[src/common/exu_macros.svh]
`ifndef EXU_MACROS_SVH
`define EXU_MACROS_SVH

// datapath and pc width
`define XLEN 64
`define REG_AW 5
// csr address sits in the low bits of imm
`define CSR_AW 12

// machine csr addresses
`define CSR_MTVEC 12'h305
`define CSR_MEPC 12'h341
`define CSR_MCAUSE 12'h342
`define CSR_MSTATUS 12'h300

// mpp = machine, sxl/uxl = 64
`define MSTATUS_RESET 64'h0000_000a_0000_1800
`define CAUSE_ECALL_M 64'h0000_0000_0000_000b

`define INST_BYTES 4
`define SHAMT_W 6

`endif
[src/common/exu_pkg.sv]
`include "exu_macros.svh"

package exu_pkg;

    // decoded instruction, reg-imm forms use the use_imm flag
    typedef enum logic [4:0] {
        OP_NOP,
        OP_ADD, OP_SUB, OP_SLL, OP_SRL, OP_SRA,
        OP_SLT, OP_SLTU, OP_XOR, OP_OR, OP_AND,
        OP_LUI, OP_AUIPC, OP_JAL, OP_JALR,
        OP_BEQ, OP_BNE, OP_BLT, OP_BGE, OP_BLTU, OP_BGEU,
        OP_CSRRW, OP_CSRRS,
        OP_ECALL, OP_MRET, OP_EBREAK
    } op_e;

    typedef enum logic [3:0] {
        ALU_ADD, ALU_SUB, ALU_SLL, ALU_SRL, ALU_SRA,
        ALU_SLT, ALU_SLTU, ALU_XOR, ALU_OR, ALU_AND
    } alu_mode_e;

    typedef enum logic {OPA_RS1, OPA_PC} opa_sel_e;

    typedef enum logic [1:0] {OPB_RS2, OPB_IMM, OPB_CSR} opb_sel_e;

    typedef enum logic [1:0] {WB_ALU, WB_IMM, WB_PC4, WB_CSR} wb_sel_e;

    // branch forms test the alu result against zero
    typedef enum logic [2:0] {
        NPC_SEQ, NPC_JUMP, NPC_JALR, NPC_BR_ZERO, NPC_BR_NONZERO, NPC_TRAP, NPC_RET
    } npc_sel_e;

    typedef enum logic [1:0] {CSR_NONE, CSR_WRITE, CSR_SET, CSR_ECALL} csr_cmd_e;

    typedef struct packed {
        op_e                op;
        logic [`REG_AW-1:0] rd;
        logic [`REG_AW-1:0] rs1;
        logic [`REG_AW-1:0] rs2;
        logic               use_imm;
        logic [`XLEN-1:0]   imm;
        logic [`XLEN-1:0]   pc;
    } exu_req_t;

    typedef struct packed {
        alu_mode_e alu_mode;
        opa_sel_e  opa_sel;
        opb_sel_e  opb_sel;
        wb_sel_e   wb_sel;
        logic      rf_wen;
        npc_sel_e  npc_sel;
        csr_cmd_e  csr_cmd;
        logic      halt;
    } exu_ctrl_t;

    // one retired instruction per valid cycle
    typedef struct packed {
        logic               valid;
        logic [`XLEN-1:0]   pc;
        logic [`XLEN-1:0]   dnpc;
        logic               rf_wen;
        logic [`REG_AW-1:0] rd;
        logic [`XLEN-1:0]   wdata;
        logic               halt;
        logic               halt_bad;
    } commit_t;

endpackage

[src/exu_control.sv]
`timescale 1ns/1ps

module exu_control (
    input  exu_pkg::op_e       op,
    input  logic               use_imm,
    output exu_pkg::exu_ctrl_t ctrl
);

    always_comb begin
        // idle defaults, operand b follows the imm flag
        ctrl.alu_mode = exu_pkg::ALU_ADD;
        ctrl.opa_sel  = exu_pkg::OPA_RS1;
        ctrl.opb_sel  = use_imm ? exu_pkg::OPB_IMM : exu_pkg::OPB_RS2;
        ctrl.wb_sel   = exu_pkg::WB_ALU;
        ctrl.rf_wen   = 1'b0;
        ctrl.npc_sel  = exu_pkg::NPC_SEQ;
        ctrl.csr_cmd  = exu_pkg::CSR_NONE;
        ctrl.halt     = 1'b0;

        case (op)
            exu_pkg::OP_ADD: begin
                ctrl.alu_mode = exu_pkg::ALU_ADD;
                ctrl.rf_wen   = 1'b1;
            end
            exu_pkg::OP_SUB: begin
                ctrl.alu_mode = exu_pkg::ALU_SUB;
                ctrl.rf_wen   = 1'b1;
            end
            exu_pkg::OP_SLL: begin
                ctrl.alu_mode = exu_pkg::ALU_SLL;
                ctrl.rf_wen   = 1'b1;
            end
            exu_pkg::OP_SRL: begin
                ctrl.alu_mode = exu_pkg::ALU_SRL;
                ctrl.rf_wen   = 1'b1;
            end
            exu_pkg::OP_SRA: begin
                ctrl.alu_mode = exu_pkg::ALU_SRA;
                ctrl.rf_wen   = 1'b1;
            end
            exu_pkg::OP_SLT: begin
                ctrl.alu_mode = exu_pkg::ALU_SLT;
                ctrl.rf_wen   = 1'b1;
            end
            exu_pkg::OP_SLTU: begin
                ctrl.alu_mode = exu_pkg::ALU_SLTU;
                ctrl.rf_wen   = 1'b1;
            end
            exu_pkg::OP_XOR: begin
                ctrl.alu_mode = exu_pkg::ALU_XOR;
                ctrl.rf_wen   = 1'b1;
            end
            exu_pkg::OP_OR: begin
                ctrl.alu_mode = exu_pkg::ALU_OR;
                ctrl.rf_wen   = 1'b1;
            end
            exu_pkg::OP_AND: begin
                ctrl.alu_mode = exu_pkg::ALU_AND;
                ctrl.rf_wen   = 1'b1;
            end
            // lui skips the alu, imm is already shifted
            exu_pkg::OP_LUI: begin
                ctrl.wb_sel = exu_pkg::WB_IMM;
                ctrl.rf_wen = 1'b1;
            end
            exu_pkg::OP_AUIPC: begin
                ctrl.opa_sel = exu_pkg::OPA_PC;
                ctrl.opb_sel = exu_pkg::OPB_IMM;
                ctrl.rf_wen  = 1'b1;
            end
            // link value is pc+4, target comes from the alu
            exu_pkg::OP_JAL: begin
                ctrl.opa_sel = exu_pkg::OPA_PC;
                ctrl.opb_sel = exu_pkg::OPB_IMM;
                ctrl.wb_sel  = exu_pkg::WB_PC4;
                ctrl.rf_wen  = 1'b1;
                ctrl.npc_sel = exu_pkg::NPC_JUMP;
            end
            exu_pkg::OP_JALR: begin
                ctrl.opb_sel = exu_pkg::OPB_IMM;
                ctrl.wb_sel  = exu_pkg::WB_PC4;
                ctrl.rf_wen  = 1'b1;
                ctrl.npc_sel = exu_pkg::NPC_JALR;
            end
            // equality via sub, ordering via slt/sltu
            exu_pkg::OP_BEQ, exu_pkg::OP_BNE: begin
                ctrl.alu_mode = exu_pkg::ALU_SUB;
                ctrl.opb_sel  = exu_pkg::OPB_RS2;
                ctrl.npc_sel  = (op == exu_pkg::OP_BEQ) ? exu_pkg::NPC_BR_ZERO
                                                        : exu_pkg::NPC_BR_NONZERO;
            end
            exu_pkg::OP_BLT, exu_pkg::OP_BGE: begin
                ctrl.alu_mode = exu_pkg::ALU_SLT;
                ctrl.opb_sel  = exu_pkg::OPB_RS2;
                ctrl.npc_sel  = (op == exu_pkg::OP_BLT) ? exu_pkg::NPC_BR_NONZERO
                                                        : exu_pkg::NPC_BR_ZERO;
            end
            exu_pkg::OP_BLTU, exu_pkg::OP_BGEU: begin
                ctrl.alu_mode = exu_pkg::ALU_SLTU;
                ctrl.opb_sel  = exu_pkg::OPB_RS2;
                ctrl.npc_sel  = (op == exu_pkg::OP_BLTU) ? exu_pkg::NPC_BR_NONZERO
                                                         : exu_pkg::NPC_BR_ZERO;
            end
            exu_pkg::OP_CSRRW: begin
                ctrl.wb_sel  = exu_pkg::WB_CSR;
                ctrl.rf_wen  = 1'b1;
                ctrl.csr_cmd = exu_pkg::CSR_WRITE;
            end
            // old csr or rs1, computed by the alu
            exu_pkg::OP_CSRRS: begin
                ctrl.alu_mode = exu_pkg::ALU_OR;
                ctrl.opb_sel  = exu_pkg::OPB_CSR;
                ctrl.wb_sel   = exu_pkg::WB_CSR;
                ctrl.rf_wen   = 1'b1;
                ctrl.csr_cmd  = exu_pkg::CSR_SET;
            end
            exu_pkg::OP_ECALL: begin
                ctrl.npc_sel = exu_pkg::NPC_TRAP;
                ctrl.csr_cmd = exu_pkg::CSR_ECALL;
            end
            exu_pkg::OP_MRET: ctrl.npc_sel = exu_pkg::NPC_RET;
            exu_pkg::OP_EBREAK: ctrl.halt = 1'b1;
            default: ;
        endcase
    end

endmodule

[config.mk]
export PLATFORM = sky130hd
export DESIGN_NAME = exu_control
export DESIGN_NICKNAME = d
export VERILOG_FILES = /design/src/common/exu_pkg.sv /design/src/exu_control.sv
export VERILOG_INCLUDE_DIRS = /design/src /design/src/common
export SDC_FILE = /design/constraint.sdc
export NUM_CORES = 1
export LEC_CHECK = 0
export BUFFER_PORTS_ARGS = -buffer_cell sky130_fd_sc_hd__buf_2
export CAP_MARGIN = 20
export CORE_AREA = 3 3 40 42
export DETAILED_ROUTE_END_ITERATION = 12
export DIE_AREA = 0 0 43 45
export PLACE_DENSITY = 0.68
export SLEW_MARGIN = 20
export SYNTH_ARGS = -nofsm -noshare
export SYNTH_HDL_FRONTEND = slang
export SYNTH_SLANG_ARGS = --single-unit
[constraint.sdc]
create_clock -name vclk -period 1.23
set_clock_uncertainty 0.05 [all_clocks]
set_input_delay 0 -clock vclk [all_inputs]
set_output_delay 0 -clock vclk [all_outputs]
set_load 0.03 [all_outputs]
# --- Yosys cells after proc, flatten, opt, wreduce, memory -nomap -nowiden ---
# Cells that the tools add are included.
# Widths: inputs -> output; s select.
totals:
  output_inout_bits: 16
  ff_bits: 0
classes:
  n_eq_ne: 25
  n_mux: 12
  reduce_logical: 13
ops:
  columns: ["cell", "n"]
  rows:
  - ["$eq 5x5->1 const B", 10]
  - ["$eq 5x4->1 const B", 8]
  - ["$pmux 4 s9", 1]
  - ["$pmux 3 s7", 1]
  - ["$eq 5x3->1 const B", 4]
  - ["$pmux 2 s3", 3]
  - ["$reduce_or 16->1", 1]
  - ["$reduce_or 2->1", 7]
  - ["$reduce_or 3->1", 4]
  - ["$eq 5x2->1 const B", 2]
  - ["$mux 3", 3]
  - ["$reduce_or 6->1", 1]
  - ["$eq 5x1->1 const B", 1]
  - ["$mux 1", 4]

# --- Longest topological paths before layout ---
# Gate-level depths: netlist of run 1.
logic_depth:
  depth_word: 3
  ltp_mapped: 5
  depth_no_buf: 3

# --- Least setup slack after synthesis of run 1 ---
# Ideal clock, no wire load.
synth_path:
  path_kind: "input -> output"
  from: "input port op[4]"
  to: "output port ctrl[0] (netlist bit)"
  stages: 3
  path_buffers: 1
  arrival_time_ns: 1.262
  path_slack_ns: -0.082
  cell_sequence: "buf_2 inv_1 nor4_1"
synth_rtl:
  columns: ["element", "line", "text"]
  rows:
  - ["from (decl)", "exu_control.sv:4", "input exu_pkg::op_e op,"]
  - ["to (decl)", "exu_control.sv:6", "output exu_pkg::exu_ctrl_t ctrl"]

==> key figures, run 1 <==
Cells and area
  • Area Overhead vs Synth: 20.85%
  • Register area: 0 µm²
  • Commonest non-fill, non-tap cell in the layout: buf_2
  • Layout Cells excl Fill: 97
  • Fillers: 154
  • Layout cells sized above 1: 31.71%
  • Most frequent cells in the layout: buf_2 (22), nand2_1 (6)
  • ANT cells: 0
  • Clk_buf instances: 0
  • Seq Cell Count: 0
  • Layout Cell Area excl Fill: 500.5 µm²
  • Final net count: 90

Clock tree
  • CTS hold repair buffers: 0
  • Setup repair bufs after CTS: 0
  • Post-CTS resize count: 0

Worst setup path
  • Crit path top cell by count: buf_2
  • Critical path endpoint category: primary output
  • Crit path cell chain: buf_2 > or3b_1 > a21oi_1 > a311o_1 > buf_2
  • Critical path peak fanout: 18
  • CP required: approximately 1200 ps
  • Crit path kind: input pin to primary output
  • Worst Path Arrival: roughly 1100 ps
  • Slowest stage cell, crit path: or3b_1
  • Slowest stage delay, CP: ~400 ps
  • Startpoint types: input pin

Global route
  • Vias in the first global route: 448
  • Total grt overflow: 0
  • Largest net degree at the start of global routing: 19
  • Initial antenna violation count: 0
  • GR Util All Layers: between 10% and 20%
  • First-pass GRT wire length: approximately 1900 µm

Power
  • Share of power burned in registers: 0%
  • Sw frac: 67.50%
  • Clock power share: 0%
  • Internal power: approximately 0.073 mW
  • Pwr dens: 447.8 mW/mm²
  • Peak supply drop: 158.5 µV
  • Gate power share: 100.0%
  • Psw: 0.1513 mW
  • P_leak: 0.2378 nW

STA
  • Final setup TNS: 0 ps
  • Slew HR: between 70% and 80%
  • Worst slew pin tran: 337.5 ps
  • Max Freq: between 800 and 900 MHz
  • RSZ-0062 raised after global routing: false
  • Fin crit period: roughly 1100 ps
  • Max Transition Viols Final: 0
  • Final hold violation count: 0
  • Final cycle utilization of the critical path: 91.78%
  • Setup violators final: 0

Die
  • Die ar.: slightly below 0.002 mm²
  • FP Rows: 13
  • Die H: 45 µm
  • CORE AREA: 0.001285 mm²
  • Initial Util: 32.23%
  • Die Width: approximately 43 µm
  • IO Count: 22

Synthesis
  • Largest area contributor in the netlist: buf_6
  • Mapped Area: between 400 and 500 µm²
  • Syn avg cell area: 6.275 µm²
  • Synth area leaders: buf_6 (8.2%), nand2b_1 (7.6%), nor2b_1 (7.6%)
  • Syn Inst Count: 66
  • Synthesized net count: 72
  • Sequential-to-total area share from yosys stat: 0%
  • Netlist cell types: 30
  • Synth top area share: 8.157%
  • Ys Warns: 0

Placed design
  • DP HPWL: roughly 900 µm
  • # port buffers: 22
  • GP Congestion: 0.8055
  • Placement Cell Area: ~500 µm²
  • Post-Place Cells: 97

Route
  • Initial DRT Pass Iterations: 4
  • Vias per cell: roughly 5.5
  • DR vias: 535
  • Initial DRC count: 12
  • Routed Antenna Nets: 0
  • DRC Markers: 0
  • Post-Route WL: 1129 µm
  • Wire per inst: 11.64 µm

Worst hold path
  • Hold crit path type: input pin to primary output

Run
  • Max cap viols: 0

Outcome
  • Outcome: complete, no violations
-- cell families after synthesis --
logic type,synth area share [%]
muxes,2.417
and+or+nand+nor,45.92
buffers and inverters,16.31
AOI/OAI and AO/OA,31.12
xor gates and xnor gates,4.230
-- through the flow --
stage	power [mW]	util, %	setup WS, ps	hold slack [ps]
after global placement	0.2225	38.95	108.7	404.6
final	0.2241	38.95	101.2	398.0
after detailed placement	0.2248	38.95	98.36	400.2
after floorplan	0.1785	-	34.11	148.8
after CTS	0.2255	38.95	96.49	400.8
after global routing	0.2442	38.95	12.55	424.4
-- routing by layer --
metal | share of wire, % | global-route usage (%) | vias to the layer above | wire (µm)
li1 | - | - | 274 | -
met1 | 45 | 16.19 | 251 | 510
met2 | 50 | 20.96 | 10 | 568
met3 | 4.4 | 1.195 | 0 | 50
met4 | 0 | 0 | 0 | 0
met5 | 0 | 0 | - | 0
-- cells in the mapped netlist --
cell type / number
a2111oi_2: 1
a21oi_1: 4
a311o_1: 1
a31oi_1: 1
and3_1: 2
buf_2: 3
buf_4: 1
buf_6: 3
inv_1: 2
inv_2: 1
mux2i_1: 1
nand2_1: 6
nand2b_1: 5
nand3b_1: 1
nand4b_1: 1
nor2_1: 5
nor2b_1: 5
nor3_1: 3
nor4_1: 1
nor4b_1: 1
o211a_1: 1
o211ai_1: 1
o21ai_0: 5
o21ai_1: 1
o221ai_1: 1
o22ai_1: 2
o32ai_1: 1
or3_1: 3
or3b_1: 1
xnor2_1: 2
-- final timing paths --
kind | start | endpoint | cells after the start
max | op[1] | ctrl[13] | 5
min | use_imm | ctrl[9] | 4
-- worst max-delay path, delay by kind of cell --
kind,cells,cell delay [ps]
and+or+nand+nor,1,390
buffers and inverters,2,390
AOI/OAI and AO/OA,2,290
-- layout make-up --
| type | instances | area [µm²] | area share (%) |
|---|---|---|---|
| Multi-Input combinational cell | 56 | 352.8 | 70.50 |
| Timing Repair Buffer | 23 | 117.6 | 23.50 |
| Inverter | 3 | 11.26 | 2.250 |
| Tap cell | 15 | 18.77 | 3.750 |
-- power groups by stage --
stage / registers [mW] / clock network (mW) / logic (mW)
2_1_floorplan: 0 / 0 / 0.179
3_3_place_gp: 0 / 0 / 0.222
3_5_place_dp: 0 / 0 / 0.225
4_1_cts: 0 / 0 / 0.226
5_1_grt: 0 / 0 / 0.244
6_report: 0 / 0 / 0.224
Note: power is estimated with default switching activity, not from simulation.
==> run 2, diff against run 1 <==
==> constraint.sdc (replaced) <==
create_clock -name vclk -period 1.4
set_clock_uncertainty 0.05 [all_clocks]
set_input_delay 0 -clock vclk [all_inputs]
set_output_delay 0 -clock vclk [all_outputs]
set_load 0.03 [all_outputs]
==> run 2 against run 1 <==
Die area stayed put. Cell area is 2.7% lower. Sequential cell count is the same. Setup slack gained 140 ps. Critical endpoint unchanged. Core utilization decreased by 1.1 points. Final cell count shrank 1.0%. Count of clock-buffer cells in the layout unchanged. Total power down 13%.
==> key figures, run 2 (same netlist as run 1, synthesis figures left out) <==
Cells and area
  • Area Overhead vs Synth: 17.52%
  • Commonest non-fill, non-tap cell in the layout: buf_2
  • Layout Cell Area excl Fill: 486.7 µm² (-2.7%)
  • Multi-input logic area: 346.6 µm² (-1.8%)
  • Register area: 0 µm² (unchanged)
  • Seq Cell Count: 0 (unchanged)
  • Final net count: 89 (-1.1%)
  • Clk_buf instances: 0 (unchanged)
  • Fillers: 146 (-5.2%)
  • Most frequent cells in the layout: buf_2 (22), nand2_1 (6)
  • Layout cells sized above 1: 29.63% (-2.1 points)
  • ANT cells: 0 (unchanged)

Run
  • Max cap viols: 0 (unchanged)

Worst setup path
  • Buf/Inv on CP: 2 (unchanged)
  • Slowest stage delay, CP: 380 ps (about the same)
  • Crit path top cell by count: buf_2
  • Startpoint types: input pin
  • Crit path cell chain: buf_2 > or3b_1 > a21oi_1 > a311o_1 > buf_2
  • Worst Path Arrival: 1110 ps (+30 ps)
  • Slowest stage cell, crit path: or3b_1
  • Cell family with most CP delay: buffers and inverters
  • Critical path endpoint category: primary output
  • CP required: 1350 ps (+170 ps)
  • Crit path kind: input pin to primary output
  • Critical path peak fanout: 18 (unchanged)

Die
  • FP Rows: 13 (unchanged)
  • IO Count: 22 (unchanged)
  • Initial Util: 32.23% (unchanged)
  • Die ar.: 0.001935 mm² (unchanged)
  • CORE AREA: 0.001285 mm² (unchanged)
  • Die H: 45 µm (unchanged)
  • Die Width: 43 µm (unchanged)

STA
  • Slew HR: 79.57% (+2.2 points)
  • RSZ-0062 raised after global routing: false
  • Fin crit period: 1158 ps
  • Max Freq: 863.9 MHz
  • Max Transition Viols Final: 0 (unchanged)
  • Setup violators final: 0 (unchanged)
  • Final hold violation count: 0 (unchanged)
  • Final setup TNS: 0 ps (unchanged)
  • Worst slew pin tran: 304.2 ps (-33.34 ps)
  • Final cycle utilization of the critical path: 82.68%

Power
  • Peak supply drop: 141.2 µV (-11%)
  • Pwr dens: 399.0 mW/mm² (-11%)
  • P_leak: 0.2327 nW (-2.2%)

Global route
  • Vias in the first global route: 357 (-20%)
  • First-pass GRT wire length: 1614 µm (-15%)
  • Largest net degree at the start of global routing: 19 (unchanged)
  • Total grt overflow: 0 (unchanged)
  • GR Util All Layers: 9.950% (-1.7 points)
  • Initial antenna violation count: 0 (unchanged)

Route
  • Wire per inst: 11.79 µm (+1.3%)
  • Vias per cell: 5.510 (about the same)
  • Post-Route WL: 1132 µm (+0.27%)
  • Initial DRT Pass Iterations: 4 (unchanged)
  • Routed Antenna Nets: 0 (unchanged)
  • DRC Markers: 0 (unchanged)
  • DR vias: 529 (-1.1%)
  • Initial DRC count: 16 (+4)

Placed design
  • Placement Cell Area: 486.7 µm² (-2.7%)
  • DP HPWL: 798.9 µm (-9.1%)
  • GP Congestion: 0.7837 (-2.7%)
  • # port buffers: 22 (unchanged)

Clock tree
  • Post-CTS resize count: 0 (unchanged)
  • Setup repair bufs after CTS: 0 (unchanged)
  • CTS hold repair buffers: 0 (unchanged)

Outcome
  • Outcome: complete, no violations

Worst hold path
  • Hold crit path type: input pin to primary output
## run 2: path summary, 6_finish.rpt
path	cells past startpoint	endpoint	startpoint	slack, ps
max	5	ctrl[13]	op[2]	240
min	4	ctrl[9]	use_imm	410
## run 2: worst min-delay path, delay by kind of cell
family / cells / cell delay (ps)
buffers and inverters: 2 / 280
AO/OA/AOI/OAI: 1 / 120
AND/OR/NAND/NOR: 1 / 60
## run 2: final cells by class
cell class | count | area share [%]
multi-input cells | 56 | 71.21
inverters | 3 | 2.314
well taps | 15 | 3.856
repair buffers | 22 | 22.62
## run 2: through the flow
step                setup WS (ps)  hold slack [ps]  utilization, %  power [mW]  std cells
floorplan                   87.72            148.8               -      0.1556         66
global placement            294.3            403.7           37.88      0.1913         96
detailed placement          249.7            409.2           37.88      0.1927         96
CTS                         246.1            408.6           37.88      0.1933         96
global route                165.0            418.0           37.88      0.2087         96
finish                      242.4            410.8           37.88      0.1942         96
## run 2: report_power, final
group	internal [mW]	switching (mW)	total, mW
clock	0	0	0
combinational	0.0618	0.132	0.194
sequential	0	0	0
total	0.0618	0.132	0.194
## run 2: per-layer routing
metal	vias up	track usage [%]	part of all wire, %
met5	-	0	0
met2	21	16.17	47
met4	0	0	0
met1	233	15.48	47
li1	275	-	-
met3	0	0.3984	6.5
==> run 3, diff against run 2 <==
--- a/config.mk
+++ b/config.mk
@@ -11,7 +11,7 @@
 export CORE_AREA = 3 3 40 42
 export DETAILED_ROUTE_END_ITERATION = 12
 export DIE_AREA = 0 0 43 45
-export PLACE_DENSITY = 0.68
+export PLACE_DENSITY = 0.7
 export SLEW_MARGIN = 20
 export SYNTH_ARGS = -nofsm -noshare
 export SYNTH_HDL_FRONTEND = slang
==> constraint.sdc (replaced) <==
create_clock -name vclk -period 0.95
set_clock_uncertainty 0.05 [all_clocks]
set_input_delay 0 -clock vclk [all_inputs]
set_output_delay 0 -clock vclk [all_outputs]
set_load 0.03 [all_outputs]
==> run 3 against run 2 <==
Sequential share of layout area is the same. Worst hold slack lost 110 ps. Via count grew 23%. Largest power group unchanged. Sequential cell count is the same. First-iteration DRC count grew 19%. Die area is the same. Final cell count grew 22%.
==> key figures, run 3 (same netlist as run 1, synthesis figures left out) <==
STA
  • Final hold violation count: 0 (unchanged)
  • Max Freq: 1068 MHz
  • RSZ-0062 raised after global routing: true
  • Hold_ws: 300.8 ps (-110.1 ps)
  • Final cycle utilization of the critical path: 98.52%
  • Setup violators final: 0 (unchanged)
  • Slew HR: 79.39% (-0.19 points)
  • Final setup TNS: 0 ps (unchanged)
  • Max Transition Viols Final: 0 (unchanged)
  • Fin crit period: between 900 and 1000 ps
  • Worst slew pin tran: 304.9 ps (+0.6843 ps)

Power
  • P_leak: 0.3810 nW (+64%)
  • Pwr dens: 537.2 mW/mm² (+35%)
  • Peak supply drop: 293.6 µV (+110%)

Cells and area
  • ANT cells: 0 (unchanged)
  • Layout cells sized above 1: 61.76% (+32 points)
  • Layout Cells excl Fill: 117 (+22%)
  • Multi-input logic area: 442.9 µm² (+28%)
  • Commonest non-fill, non-tap cell in the layout: buf_4
  • Register area: 0 µm² (unchanged)
  • Area Overhead vs Synth: 105.4%
  • Seq Cell Count: 0 (unchanged)
  • Most frequent cells in the layout: buf_4 (24), buf_6 (7), buf_2 (7)
  • Final net count: 110 (+24%)
  • Fillers: 110 (-25%)
  • Clk_buf instances: 0 (unchanged)

Route
  • Routed Antenna Nets: 0 (unchanged)
  • Initial DRT Pass Iterations: 4 (unchanged)
  • DRC Markers: 0 (unchanged)
  • Vias per cell: 5.547 (+0.66%)
  • Post-Route WL: 1559 µm (+38%)
  • Initial DRC count: 19 (+3)
  • Wire per inst: 13.32 µm (+13%)
  • DR vias: 649 (+23%)

Global route
  • GR Util All Layers: 14.76% (+4.8 points)
  • Vias in the first global route: 547 (+53%)
  • Total grt overflow: 0 (unchanged)
  • Initial antenna violation count: 0 (unchanged)
  • First-pass GRT wire length: 2332 µm (+44%)
  • Largest net degree at the start of global routing: 14 (-5)

Clock tree
  • CTS hold repair buffers: 0 (unchanged)

Run
  • Max cap viols: 0 (unchanged)

Worst setup path
  • Cell family with most CP delay: simple AND/OR/NAND/NOR gates
  • CP required: 900 ps (-450 ps)
  • Crit path kind: input pin to primary output
  • Worst Path Arrival: 890 ps (-220 ps)
  • Slowest stage delay, CP: 380 ps (about the same)
  • Crit path cell chain: buf_12 > or3b_1 > a21oi_2 > a311o_2 > buf_6
  • Startpoint types: input pin
  • Slowest stage cell, crit path: or3b_1
  • Critical path peak fanout: 6 (-12)
  • Critical path endpoint category: primary output
  • Buf/Inv on CP: 2 (unchanged)

Worst hold path
  • Hold crit path type: input pin to primary output

Die
  • CORE AREA: 0.001285 mm² (unchanged)
  • IO Count: 22 (unchanged)
  • Die Width: 43 µm (unchanged)
  • FP Rows: 13 (unchanged)
  • Initial Util: 32.23% (unchanged)
  • Die ar.: 0.001935 mm² (unchanged)
  • Die H: 45 µm (unchanged)

Outcome
  • Outcome: complete, no violations

Placed design
  • # port buffers: 22 (unchanged)
  • Post-Place Cells: 114 (+19%)
  • DP HPWL: 1080 µm (+35%)
  • GP Congestion: 0.7821 (-0.20%)
run 3: cell type report:
cell class | instances | area share (%)
repair buffers | 43 | 43.97
multi-input cells | 56 | 52.06
well taps | 15 | 2.206
inverters | 3 | 1.765
run 3: layer usage:
metal  part of all wire, %  track usage, %  up-vias
met4                     0           3.012        0
met2                    52           26.05       32
met5                     0               0        -
met1                    42           20.24      302
met3                   6.3          0.3984        0
li1                      -               -      315
run 3: path summary, 6_finish.rpt:
| kind | start | end | depth (start not counted) |
|---|---|---|---|
| max | op[1] | ctrl[13] | 5 |
| min | op[0] | ctrl[5] | 3 |
run 3: power breakdown:
part           switching [mW]  leakage [nW]  internal, mW
clock network               0             0             0
registers                   0             0             0
logic                   0.245         0.381         0.212
run 3: through the flow:
step	util (%)	setup slack, ps	area [µm²]	total power [mW]
detailed placement	53.07	-147.5	681.9	0.3720
global placement	53.07	-126.2	681.9	0.3665
finish	66.21	14.10	850.8	0.4571
floorplan	-	-83.97	478.0	0.2577
CTS	57.45	4.762	738.2	0.4035
global route	66.21	-26.50	850.8	0.4850
run 3: repair_timing:
| item | in CTS | in global routing |
|---|---|---|
| buffers inserted | 0 | 2 |
| cloned | 0 | 1 |
| pin swaps | 4 | 7 |
| endpoints found under the setup margin | 11 | 13 |
| hold endpoints to repair | 0 | 0 |
| gates resized for setup | 17 | 26 |
